==> src/include/ym_defs.svh <==
/*
 * FM register write path constants
 * Global register addresses, busy length and the bit
 * positions of the fields decoded from data bytes
 */
`ifndef YM_DEFS_SVH
`define YM_DEFS_SVH

// Global registers, part 0 only unless noted
`define YM_REG_TEST     8'h21
`define YM_REG_LFO      8'h22
`define YM_REG_CLKA1    8'h24   // Timer A bits 9..2
`define YM_REG_CLKA2    8'h25   // Timer A bits 1..0
`define YM_REG_CLKB     8'h26
`define YM_REG_TIMER    8'h27
`define YM_REG_KON      8'h28
`define YM_REG_PCM      8'h2A   // DAC registers ignore the part bit
`define YM_REG_PCM_EN   8'h2B
`define YM_REG_DACTEST  8'h2C

// Busy length in clock-enable pulses
`define YM_BUSY_CYCLES  32

// Test register fields
`define YM_TEST_EG_STOP 5
`define YM_TEST_PG_STOP 3
`define YM_TEST_FAST    2

// DAC fields
`define YM_PCM_EN_BIT   7
`define YM_DACTEST_BIT  3

// Channel strobe positions
`define YM_CH_FNUM_LO   0
`define YM_CH_ALG       1
`define YM_CH_PMS       2

// Operator registers occupy high nibbles 3 to 9
`define YM_OP_NIBBLE_LO 4'h3
`define YM_OP_NIBBLE_HI 4'h9

`endif
==> src/logic/ym_pkg.sv <==
/*
 * Shared types of the FM register write path
 * Address and data bytes, channel and operator selects,
 * timer reload values, DAC sample and update strobes
 */
package ym_pkg;

    typedef logic [7:0] ym_reg_t;   // Register address
    typedef logic [7:0] ym_data_t;  // Data byte

    // Channel number, top bit is the part
    typedef logic [2:0] ym_ch_t;

    // Operator slot from address bits 3..2
    typedef logic [1:0] ym_op_t;

    // Timer reload values
    typedef logic [9:0] ym_timer_a_t;
    typedef logic [7:0] ym_timer_b_t;

    // DAC sample, 8 data bits plus the low test bit
    typedef logic [8:0] ym_sample_t;

    // One-hot operator group strobe
    // dt1, tl, ks_ar, amen_dr, sr, sl_rr, ssgeg from bit 0 up
    typedef logic [6:0] ym_op_update_t;

    // One-hot channel group strobe
    // fnum_lo, alg, pms from bit 0 up
    typedef logic [2:0] ym_ch_update_t;

endpackage

==> src/logic/ym_write_if.sv <==
/*
 * One decoded host data write
 * Carries the held register address and part with the live data byte
 */
`timescale 1ns/100ps

interface ym_write_if;

    logic              valid;   // Data write in this cycle
    logic              part;    // Upper register part
    ym_pkg::ym_reg_t   reg_sel;
    ym_pkg::ym_data_t  data;

    modport source (
        output valid,
        output part,
        output reg_sel,
        output data
    );

    modport sink (
        input valid,
        input part,
        input reg_sel,
        input data
    );

endinterface

==> src/logic/ym_mmr.sv <==
/*
 * FM chip host write port and register bank
 * Bus port feeds the global registers, the slot update decoder
 * and the busy timer over one write interface
 */
`timescale 1ns/100ps

module ym_mmr (
    input  logic                  clk,
    input  logic                  rst,
    input  logic                  cen,
    input  logic                  write,
    input  logic [1:0]            addr,
    input  ym_pkg::ym_data_t      din,
    output logic                  busy,
    // Timers and modes
    output ym_pkg::ym_timer_a_t   value_a,
    output ym_pkg::ym_timer_b_t   value_b,
    output logic                  load_a,
    output logic                  load_b,
    output logic                  enable_irq_a,
    output logic                  enable_irq_b,
    output logic                  clr_flag_a,
    output logic                  clr_flag_b,
    output logic                  fast_timers,
    output logic                  eg_stop,
    output logic                  pg_stop,
    output logic                  csm,
    output logic                  effect,
    output logic                  lfo_en,
    output logic [2:0]            lfo_freq,
    // DAC
    output ym_pkg::ym_sample_t    pcm,
    output logic                  pcm_en,
    output logic                  pcm_wr,
    // Slot updates
    output ym_pkg::ym_data_t      slot_data,
    output ym_pkg::ym_ch_t        slot_ch,
    output ym_pkg::ym_op_t        slot_op,
    output logic                  keyon_up,
    output ym_pkg::ym_ch_update_t ch_up,
    output ym_pkg::ym_op_update_t op_up
);

    ym_write_if wr_bus ();

    ym_bus_port u_bus_port (
        .clk   (clk),
        .rst   (rst),
        .write (write),
        .addr  (addr),
        .din   (din),
        .wr    (wr_bus.source)
    );

    ym_global_regs u_global_regs (
        .clk          (clk),
        .rst          (rst),
        .cen          (cen),
        .wr           (wr_bus.sink),
        .value_a      (value_a),
        .value_b      (value_b),
        .load_a       (load_a),
        .load_b       (load_b),
        .enable_irq_a (enable_irq_a),
        .enable_irq_b (enable_irq_b),
        .clr_flag_a   (clr_flag_a),
        .clr_flag_b   (clr_flag_b),
        .fast_timers  (fast_timers),
        .eg_stop      (eg_stop),
        .pg_stop      (pg_stop),
        .csm          (csm),
        .effect       (effect),
        .lfo_en       (lfo_en),
        .lfo_freq     (lfo_freq),
        .pcm          (pcm),
        .pcm_en       (pcm_en),
        .pcm_wr       (pcm_wr)
    );

    ym_slot_update u_slot_update (
        .clk       (clk),
        .rst       (rst),
        .wr        (wr_bus.sink),
        .slot_data (slot_data),
        .slot_ch   (slot_ch),
        .slot_op   (slot_op),
        .keyon_up  (keyon_up),
        .ch_up     (ch_up),
        .op_up     (op_up)
    );

    ym_busy_timer u_busy_timer (
        .clk  (clk),
        .rst  (rst),
        .cen  (cen),
        .wr   (wr_bus.sink),
        .busy (busy)
    );

endmodule

==> src/logic/ym_busy_timer.sv <==
/*
 * Busy timer
 * Holds busy for a fixed count of clock-enable pulses after each data write
 */
`timescale 1ns/100ps
`include "ym_defs.svh"

module ym_busy_timer (
    input  logic     clk,
    input  logic     rst,
    input  logic     cen,
    ym_write_if.sink wr,
    output logic     busy
);

    logic       valid_q;
    logic [4:0] busy_cnt;

    always_ff @(posedge clk or posedge rst) begin
        if (rst) begin
            valid_q  <= 1'b0;
            busy     <= 1'b0;
            busy_cnt <= '0;
        end else begin
            valid_q <= wr.valid;
            if (wr.valid && !valid_q) begin
                busy     <= 1'b1;   // New write restarts the count
                busy_cnt <= '0;
            end else if (cen && busy) begin
                if (busy_cnt == 5'(`YM_BUSY_CYCLES - 1))
                    busy <= 1'b0;
                busy_cnt <= busy_cnt + 5'd1;
            end
        end
    end

endmodule

==> src/logic/ym_slot_update.sv <==
/*
 * Operator and channel update decoder
 * Turns data writes into one-hot group strobes with the
 * target channel, operator and data byte held alongside
 */
`timescale 1ns/100ps
`include "ym_defs.svh"

module ym_slot_update (
    input  logic                  clk,
    input  logic                  rst,
    ym_write_if.sink              wr,
    output ym_pkg::ym_data_t      slot_data,
    output ym_pkg::ym_ch_t        slot_ch,
    output ym_pkg::ym_op_t        slot_op,
    output logic                  keyon_up,
    output ym_pkg::ym_ch_update_t ch_up,
    output ym_pkg::ym_op_update_t op_up
);

    ym_pkg::ym_ch_update_t next_ch_up;
    ym_pkg::ym_op_update_t next_op_up;

    // Low bits 3 never address a channel
    always_comb begin
        next_ch_up = '0;
        next_op_up = '0;
        if (wr.reg_sel[1:0] != 2'b11) begin
            case (wr.reg_sel[7:4])
                4'hA: begin
                    if (wr.reg_sel[3:2] == 2'b00)
                        next_ch_up[`YM_CH_FNUM_LO] = 1'b1;  // A0 to A2
                end
                4'hB: begin
                    if (wr.reg_sel[3:2] == 2'b00)
                        next_ch_up[`YM_CH_ALG] = 1'b1;
                    else if (wr.reg_sel[3:2] == 2'b01)
                        next_ch_up[`YM_CH_PMS] = 1'b1;      // B4 to B6
                end
                default: begin
                    if (wr.reg_sel[7:4] >= `YM_OP_NIBBLE_LO &&
                        wr.reg_sel[7:4] <= `YM_OP_NIBBLE_HI)
                        next_op_up = ym_pkg::ym_op_update_t'(1)
                                     << (wr.reg_sel[7:4] - `YM_OP_NIBBLE_LO);
                end
            endcase
        end
    end

    // Everything holds until the next data write
    always_ff @(posedge clk or posedge rst) begin
        if (rst) begin
            keyon_up <= 1'b0;
            ch_up    <= '0;
            op_up    <= '0;
        end else if (wr.valid) begin
            keyon_up <= (wr.reg_sel == `YM_REG_KON) && !wr.part;
            ch_up    <= next_ch_up;
            op_up    <= next_op_up;
        end
    end

    // Payload, no reset
    always_ff @(posedge clk) begin
        if (wr.valid) begin
            slot_data <= wr.data;
            slot_ch   <= {wr.part, wr.reg_sel[1:0]};
            slot_op   <= wr.reg_sel[3:2];   // Slot order S1 S3 S2 S4
        end
    end

endmodule

==> src/logic/ym_global_regs.sv <==
/*
 * Global register bank
 * Timers, LFO, test bits, CSM and effect modes, and the DAC sample.
 * Clear flags and the sample strobe are one-shots
 */
`timescale 1ns/100ps
`include "ym_defs.svh"

module ym_global_regs (
    input  logic                clk,
    input  logic                rst,
    input  logic                cen,
    ym_write_if.sink            wr,
    output ym_pkg::ym_timer_a_t value_a,
    output ym_pkg::ym_timer_b_t value_b,
    output logic                load_a,
    output logic                load_b,
    output logic                enable_irq_a,
    output logic                enable_irq_b,
    output logic                clr_flag_a,
    output logic                clr_flag_b,
    output logic                fast_timers,
    output logic                eg_stop,
    output logic                pg_stop,
    output logic                csm,
    output logic                effect,
    output logic                lfo_en,
    output logic [2:0]          lfo_freq,
    output ym_pkg::ym_sample_t  pcm,
    output logic                pcm_en,
    output logic                pcm_wr
);

    always_ff @(posedge clk or posedge rst) begin
        if (rst) begin
            value_a      <= '0;
            value_b      <= '0;
            load_a       <= 1'b0;
            load_b       <= 1'b0;
            enable_irq_a <= 1'b0;
            enable_irq_b <= 1'b0;
            clr_flag_a   <= 1'b0;
            clr_flag_b   <= 1'b0;
            fast_timers  <= 1'b0;
            eg_stop      <= 1'b0;
            pg_stop      <= 1'b0;
            csm          <= 1'b0;
            effect       <= 1'b0;
            lfo_en       <= 1'b0;
            lfo_freq     <= '0;
            pcm          <= '0;
            pcm_en       <= 1'b0;
            pcm_wr       <= 1'b0;
        end else if (wr.valid) begin
            if (!wr.part) begin
                case (wr.reg_sel)
                    `YM_REG_TEST: begin
                        eg_stop     <= wr.data[`YM_TEST_EG_STOP];
                        pg_stop     <= wr.data[`YM_TEST_PG_STOP];
                        fast_timers <= wr.data[`YM_TEST_FAST];
                    end
                    `YM_REG_LFO:   {lfo_en, lfo_freq} <= wr.data[3:0];
                    `YM_REG_CLKA1: value_a[9:2] <= wr.data;
                    `YM_REG_CLKA2: value_a[1:0] <= wr.data[1:0];
                    `YM_REG_CLKB:  value_b <= wr.data;
                    `YM_REG_TIMER: begin
                        effect <= |wr.data[7:6];             // Any mode other than normal
                        csm    <= wr.data[7:6] == 2'b10;
                        {clr_flag_b, clr_flag_a, enable_irq_b, enable_irq_a,
                         load_b, load_a} <= wr.data[5:0];
                    end
                    default: ;
                endcase
            end

            // DAC path answers in both parts
            case (wr.reg_sel)
                `YM_REG_PCM:     pcm <= {~wr.data[7], wr.data[6:0], 1'b1};  // Offset binary
                `YM_REG_DACTEST: pcm[0] <= wr.data[`YM_DACTEST_BIT];
                `YM_REG_PCM_EN:  pcm_en <= wr.data[`YM_PCM_EN_BIT];
                default: ;
            endcase
            pcm_wr <= wr.reg_sel == `YM_REG_PCM;
        end else if (cen) begin
            // One-shots drop on the first idle enable
            clr_flag_a <= 1'b0;
            clr_flag_b <= 1'b0;
            pcm_wr     <= 1'b0;
        end
    end

endmodule

==> src/logic/ym_bus_port.sv <==
/*
 * Host bus port
 * Address writes select a register and part, data writes
 * go out on the write interface with the held selection
 */
`timescale 1ns/100ps

module ym_bus_port (
    input  logic             clk,
    input  logic             rst,
    input  logic             write,
    input  logic [1:0]       addr,
    input  ym_pkg::ym_data_t din,
    ym_write_if.source       wr
);

    ym_pkg::ym_reg_t sel_reg;
    logic            sel_part;

    // Address phase when A0 is low
    always_ff @(posedge clk or posedge rst) begin
        if (rst) begin
            sel_reg  <= '0;
            sel_part <= 1'b0;
        end else if (write && !addr[0]) begin
            sel_reg  <= din;
            sel_part <= addr[1];  // A1 picks the upper part
        end
    end

    // Data phase is passed straight through
    assign wr.valid   = write & addr[0];
    assign wr.part    = sel_part;
    assign wr.reg_sel = sel_reg;
    assign wr.data    = din;

endmodule

==> config.mk <==
export PLATFORM = sky130hd
export DESIGN_NAME = ym_mmr
export DESIGN_NICKNAME = d
export VERILOG_FILES = /design/src/logic/ym_pkg.sv /design/src/logic/ym_write_if.sv /design/src/logic/ym_mmr.sv /design/src/logic/ym_busy_timer.sv /design/src/logic/ym_slot_update.sv /design/src/logic/ym_global_regs.sv /design/src/logic/ym_bus_port.sv
export VERILOG_INCLUDE_DIRS = /design/src /design/src/include
export SDC_FILE = /design/constraint.sdc
export NUM_CORES = 1
export LEC_CHECK = 0
export ABC_AREA = 0
export ABC_CLOCK_PERIOD_IN_PS = 5600
export BUFFER_PORTS_ARGS = -buffer_cell sky130_fd_sc_hd__buf_2
export CAP_MARGIN = 0
export CORE_MARGIN = 2
export CORE_UTILIZATION = 51
export CTS_CLUSTER_DIAMETER = 60
export DETAILED_ROUTE_END_ITERATION = 16
export PLACE_DENSITY = 0.85
export SYNTH_ARGS = -nofsm -noshare
export SYNTH_HDL_FRONTEND = slang
export SYNTH_HIERARCHICAL = 1
export SYNTH_SLANG_ARGS = --single-unit
==> constraint.sdc <==
create_clock -name clk -period 5.6 [get_ports clk]
set_clock_uncertainty 0.15 [all_clocks]
set_input_delay 1.12 -clock clk [delete_from_list [all_inputs] [get_ports clk]]
set_output_delay 1.12 -clock clk [all_outputs]
set_load 0.03 [all_outputs]
==> impl_metrics.env, run 1 <==
export IMPL_status="completed"
export IMPL_hp_start="u_global_regs/pcm_wr$_DFFE_PP0P_"
export IMPL_ir_worst_vdd_mv=0.2128
export IMPL_hpwl_um=5201
export IMPL_path_cells="buf_2 -> and2_2 -> or3b_1 -> nor4_4 -> mux2_2"
export IMPL_grt_ovfl_total=0
export IMPL_yosysTopAreaCell="dfrtp_1"
export IMPL_fp_row_count=30
export IMPL_slowest_stage="nor4_4"
export IMPL_gp_congestion=0.7530
export IMPL_cp_num_buf_inv=1
export IMPL_async_reset_ff_frac=0.8452
export IMPL_worstHoldPathType="flip-flop to flip-flop"
export IMPL_clockRootBuffer="clkbuf_8"
export IMPL_ant_nets=0
export IMPL_ys_seq_area_frac=0.6090
export IMPL_cts_tree="done"
export IMPL_drive_gt1_frac=0.4715
export IMPL_yosysWarnings=6
export IMPL_hold_violations=0
export IMPL_dieArea_mm2=0.007662
export IMPL_vias=2246
export IMPL_min_period_over_period=0.6141
export IMPL_clock_sinks=84
export IMPL_cts_buffers=9
export IMPL_via_per_inst=5.438
export IMPL_max_stage_delay_ps=720
export IMPL_ios=83
export IMPL_die_w_um=87.53
export IMPL_area_growth_pct=16.74
export IMPL_worstPathRequired_ps=5680
export IMPL_maxSlewViolCount=0
export IMPL_critPathTopFamily="simple AND/OR/NAND/NOR gates"
export IMPL_synth_seq_cells=84
export IMPL_yosysUniqueCellTypes=42
export IMPL_antennaDiodeCount=0
export IMPL_holdPathEnd="u_global_regs/pcm_wr$_DFFE_PP0P_"
export IMPL_grt_start_max_net_pins=45
export IMPL_grtUsageTotal=0.2066
export IMPL_synth_area_leaders="dfrtp_1 (50%), edfxtp_1 (11%), mux2_2 (10%), mux2_4 (7.2%), inv_1 (1.8%)"
export IMPL_fin_setup_tns_ps=0
export IMPL_antenna_found_initial=0
export IMPL_grt_pass1_wl_um=11900
export IMPL_cts_path_max_buffers=2
export IMPL_wirelength_um=7376
export IMPL_initial_core_util=0.5267
export IMPL_fmax_mhz=290.8
export IMPL_cts_hold_buf=0
export IMPL_numPortBuffers=82
export IMPL_power_density_mw_per_mm2=320.5
export IMPL_cp_data_arrival_time_ps=3520
export IMPL_worstSetupEndpointType="flip-flop"
export IMPL_drc_errors=0
export IMPL_dr_first_iter_drc_count=135
export IMPL_wl_per_cell_um=17.86
export IMPL_period_needed_ps=3439
export IMPL_leakagePower_nw=2.094
export IMPL_dr_pass1_iters=4
export IMPL_synthCells=248
export IMPL_max_slew_margin=0.5243
export IMPL_synth_top_area_share=0.4993
export IMPL_crit_fanout=33
export IMPL_grt_pass1_vias=2333
export IMPL_rsz0062_at_grt="no"
export IMPL_r2r_end="u_global_regs/enable_irq_a$_DFFE_PP0P_"
export IMPL_worstMarginPinSlew_ps=708.2
export IMPL_synth_nets=264
export IMPL_core_mm2=0.006756
export IMPL_holdPathStages=2
export IMPL_setup_viol=0
export IMPL_cts_resized=0
export IMPL_p_total_mw=1.331
export IMPL_htree_levels=3
export IMPL_syn_area_mm2=0.003558
export IMPL_die_h_um=87.53
export IMPL_worstSetupPathType="input pin to flip-flop"
export IMPL_cts_clk_slew_worst_paths_ps=80
export IMPL_ys_flop_type="dfrtp_1"
export IMPL_r2r_start="u_bus_port/wr.reg_sel[4]$_DFFE_PP0P_"
export IMPL_cts_setup_buffers=0
export IMPL_synth_edf_count=13
export IMPL_fin_nets=344
export IMPL_worstSkewPairLatency_ps=340
export IMPL_drv_cap=0
export IMPL_avgSynthCellArea_um2=14.35
export IMPL_r2r_setup_slack_ps=3140
export IMPL_rr_worst_depth=3
export IMPL_cp_start_kind="input pin"
-- worst max path at each step --
stage          startpoint                                      to  cells after the start
2_1_floorplan     addr[0]    u_global_regs/value_b[0]$_DFFE_PP0P_                      6
3_3_place_gp      addr[0]  u_global_regs/enable_irq_a$_DFFE_PP0P_                      5
3_5_place_dp      addr[0]  u_global_regs/enable_irq_a$_DFFE_PP0P_                      5
4_1_cts           addr[0]        u_global_regs/load_b$_DFFE_PP0P_                      5
5_1_grt           addr[0]  u_global_regs/enable_irq_a$_DFFE_PP0P_                      5
6_report          addr[0]  u_global_regs/enable_irq_a$_DFFE_PP0P_                      5
-- cell type report --
class | instances | area [um^2]
clock buffers | 11 | 152.6
multi-input cells | 133 | 1219
repair buffers | 83 | 417.9
well taps | 80 | 100.1
fillers | 551 | 2603
clock inverters | 5 | 33.78
flip-flops and latches | 84 | 2167
inverters | 17 | 63.81
-- power by group --
group / total (mW) / leakage [nW] / switching [mW] / internal (mW)
Combinational: 0.214 / 0.949 / 0.134 / 0.0804
Sequential: 0.721 / 1.05 / 0.0500 / 0.671
Clock: 0.396 / 0.0909 / 0.208 / 0.188
-- sequential cells by signal, indices dropped and copies added, names as in the netlist, 2 cells and up --
signal                   count
u_bus_port/wr.reg_sel        8
u_slot_update/ch_up          3
u_busy_timer/busy_cnt        5
u_slot_update/op_up          7
u_slot_update/slot_data      8
u_slot_update/slot_op        2
u_slot_update/slot_ch        3
u_global_regs/value_b        8
u_global_regs/pcm            9
u_global_regs/lfo_freq       3
u_global_regs/value_a       10
-- Yosys cell counts (3+ instances only) --
cell      number
or3_1          3
mux2i_1        4
dfrtp_1       71
nand2b_1       5
mux2_4        17
buf_6          3
a21oi_1        4
buf_2          3
mux2_2        32
buf_4          8
inv_1         17
nand4b_1       4
o22ai_1        5
nand3_1        6
nor2_1         5
edfxtp_1      13
o32ai_1        4
nor3_1         4
nand2_1       10
-- worst reg2reg max path, stage by stage (launching register included) --
cell	delay [ps]
dfrtp_1	490
or3b_1	580
nor4_4	720
mux2_2	420
-- routing by layer --
layer	part of all wire	routed length (um)	GRT usage
met3	0.071	523	0.05938
met2	0.48	3504	0.3182
met4	0.018	132	0.07972
met1	0.44	3215	0.2804
met5	0	0	0
-- cells in the final DEF, fill, tap and decap left out, types with 2 or more instances in the layout --
master and count:
nand2_1 10, nand3_1 6, buf_2 82, mux2i_1 4
a21oi_1 4, mux2_2 32, o22ai_1 5, nor3b_1 2
or3b_2 2, inv_1 16, nor3_1 4, nor2_1 5
clkinv_2 2, nand2b_1 5, nor4_4 2, clkbuf_8 9
or3_1 3, ha_1 2, clkinvlp_4 2, nand4b_1 4
mux2_4 17, nor2b_1 2, xor2_1 2, or4b_1 2
dfrtp_1 71, edfxtp_1 13, o32ai_1 4
-- metrics by stage --
step	instance area, um^2	instances	setup slack [ps]	hold slack [ps]	utilization
2_1_floorplan	3558	248	2350	356.9	-
3_3_place_gp	3968	397	1900	311.0	0.5872
3_5_place_dp	3968	397	1795	319.5	0.5872
4_1_cts	4154	413	2180	339.6	0.6148
5_1_grt	4154	413	2055	362.7	0.6148
6_report	4154	413	2161	338.4	0.6148
-- logic make-up after synthesis --
kind of cell | share of synthesized area
DFF | 0.6090
AOI/OAI and AO/OA | 0.02954
buffers and inverters | 0.04852
muxes | 0.1842
adders and majority gates | 0.007031
xor gates and xnor gates | 0.004924
and+or+nand+nor | 0.1167
Note: power is estimated with default switching activity, not from simulation.
==> run 2: changes to the inputs <==
ABC_CLOCK_PERIOD_IN_PS = 3000   (was 5600)
CORE_UTILIZATION = 48   (was 51)
PLACE_DENSITY = 0.84   (was 0.85)
clock period = 3 ns   (was 5.6 ns; I/O delays follow)
==> run 2 against run 1 <==
  * Combinational power is 88% higher
  * Global-route usage is 0.91 points lower
  * Die area is 6.0% higher
  * Setup slack worse by 1600 ps
  * Final cell count is 5.8% higher
==> impl_metrics.env, run 2 (synthesis gave the netlist of run 1 again) <==
export IMPL_cts_clk_slew_worst_paths_ps=80
export IMPL_grt_pass1_wl_um=12420
export IMPL_core_mm2=0.007214
export IMPL_gp_congestion=0.7948
export IMPL_cp_data_arrival_time_ps=2480
export IMPL_worstSkewPairLatency_ps=350
export IMPL_top_register="u_global_regs/value_a"
export IMPL_cp_start_kind="flip-flop"
export IMPL_setup_viol=0
export IMPL_crit_fanout=9
export IMPL_cts_buffers=9
export IMPL_max_stage_delay_ps=650
export IMPL_hold_violations=0
export IMPL_min_period_over_period=0.7998
export IMPL_worstSetupEndpointType="flip-flop"
export IMPL_netSwitchingFraction=0.2724
export IMPL_path_cells="or3b_1 -> nor4_4 -> mux2_2"
export IMPL_r2r_setup_slack_ps=600
export IMPL_pwr_share_comb=0.150
export IMPL_worstHoldPathType="input pin to async pin"
export IMPL_utilization=0.5905
export IMPL_status="completed"
export IMPL_r2r_end="u_global_regs/value_a[2]$_DFFE_PP0P_"
export IMPL_dieArea_mm2=0.008118
export IMPL_power_switching_mw=0.7319
export IMPL_area_growth_pct=19.73
export IMPL_drc_errors=0
export IMPL_clockRootBuffer="clkbuf_8"
export IMPL_cts_path_max_buffers=2
export IMPL_mostFrequentLayoutCells="buf_2 (82), dfrtp_1 (71), mux2_2 (32)"
export IMPL_fmax_mhz=416.8
export IMPL_numPortBuffers=82
export IMPL_htree_levels=3
export IMPL_hpwl_um=5223
export IMPL_pwr_share_clk=0.349
export IMPL_p_total_mw=2.687
export IMPL_ant_nets=0
export IMPL_power_frac_seq=0.501
export IMPL_largest_reg_flops=10
export IMPL_ir_worst_vdd_mv=0.4678
export IMPL_leakagePower_nw=2.146
export IMPL_worstSetupStartpoint="u_bus_port/wr.reg_sel[4]$_DFFE_PP0P_"
export IMPL_worstSetupPathType="flip-flop to flip-flop"
export IMPL_period_needed_ps=2400
export IMPL_die_h_um=90.10
export IMPL_intPower_mw=1.955
export IMPL_clock_sinks=84
export IMPL_worstPathRequired_ps=3080
export IMPL_grtUsageTotal=0.1975
export IMPL_drv_cap=0
export IMPL_grt_ovfl_total=0
export IMPL_cts_resized=0
export IMPL_die_w_um=90.10
export IMPL_grt_start_max_net_pins=33
export IMPL_cts_tree="done"
export IMPL_wl_per_cell_um=17.15
export IMPL_wirelength_um=7494
export IMPL_maxSlewViolCount=0
export IMPL_drive_gt1_frac=0.4763
export IMPL_cts_hold_buf=0
export IMPL_final_common_cell="buf_2"
export IMPL_via_per_inst=5.162
export IMPL_grt_pass1_vias=2363
export IMPL_r2r_start="u_bus_port/wr.reg_sel[4]$_DFFE_PP0P_"
export IMPL_power_density_mw_per_mm2=630.6
export IMPL_max_slew_margin=0.4727
export IMPL_rsz0062_at_grt="no"
export IMPL_slowest_stage="nor4_4"
export IMPL_cts_setup_buffers=0
export IMPL_fin_nets=349
export IMPL_fp_row_count=31
export IMPL_fin_setup_tns_ps=0
export IMPL_antenna_found_initial=0
export IMPL_initial_core_util=0.4932
export IMPL_dr_pass1_iters=5
export IMPL_worstMarginPinSlew_ps=786.0
export IMPL_reg_top3="u_global_regs/value_a (10), u_global_regs/pcm (9)"
export IMPL_dr_first_iter_drc_count=110
export IMPL_ios=83
export IMPL_rr_worst_depth=3
export IMPL_antennaDiodeCount=0
export IMPL_vias=2256
## run 2: cell count changes in the layout (fill, tap and decap cells not counted)
cell / before / now
clkinvlp_4: 2 / 0
clkbuf_16: 1 / 0
buf_4: 1 / 6
inv_6: 1 / 0
bufinv_16: 0 / 3
clkbuf_1: 1 / 2
## run 2: power groups by stage
| stage | registers [mW] | logic, mW | clock network (mW) |
|---|---|---|---|
| floorplan | 1.45 | 0.198 | 0 |
| global placement | 1.36 | 0.394 | 0 |
| detailed placement | 1.36 | 0.406 | 0 |
| CTS | 1.34 | 0.406 | 0.955 |
| global route | 1.36 | 0.437 | 0.999 |
| finish | 1.35 | 0.402 | 0.938 |
## run 2: routing by layer
layer / up-vias / routed length (um) / GRT usage
met2: 67 / 3533 / 0.3058
li1: 1045 / - / -
met3: 11 / 453 / 0.06119
met4: 0 / 127 / 0.09103
met1: 1133 / 3379 / 0.2559
met5: - / 0 / 0
## run 2: worst max path at each step
stage,endpoint,slack [ps],cells past startpoint
after floorplan,u_global_regs/value_b[0]$_DFFE_PP0P_,270,6
after global placement,u_global_regs/value_b[3]$_DFFE_PP0P_,360,5
after detailed placement,u_global_regs/value_a[9]$_DFFE_PP0P_,280,5
after CTS,u_global_regs/value_a[9]$_DFFE_PP0P_,610,3
after global routing,u_global_regs/value_a[2]$_DFFE_PP0P_,520,3
final,u_global_regs/value_a[2]$_DFFE_PP0P_,600,3
## run 2: cell type report
cell class / count / area (um^2)
Inverter: 17 / 63.81
Tap cell: 99 / 123.9
Clock buffer: 11 / 131.4
Timing Repair Buffer: 88 / 455.4
Clock inverter: 5 / 100.1
Multi-Input combinational cell: 133 / 1219
Sequential cell: 84 / 2167
Fill cell: 626 / 2954
## run 2: worst max-delay path: cells and delay by family (launching register included)
family           cells  cell delay, ps
flip-flops           1             490
multiplexers         1             410
AND/OR/NAND/NOR      2            1230
## run 2: metrics by stage
step,area [um^2],cells,hold slack (ps),setup WS (ps)
global placement,4029,421,327.4,357.2
floorplan,3558,248,253.4,269.6
detailed placement,4029,421,332.7,280.4
finish,4260,437,58.71,600.5
global route,4260,437,65.65,516.8
CTS,4260,437,50.05,613.1
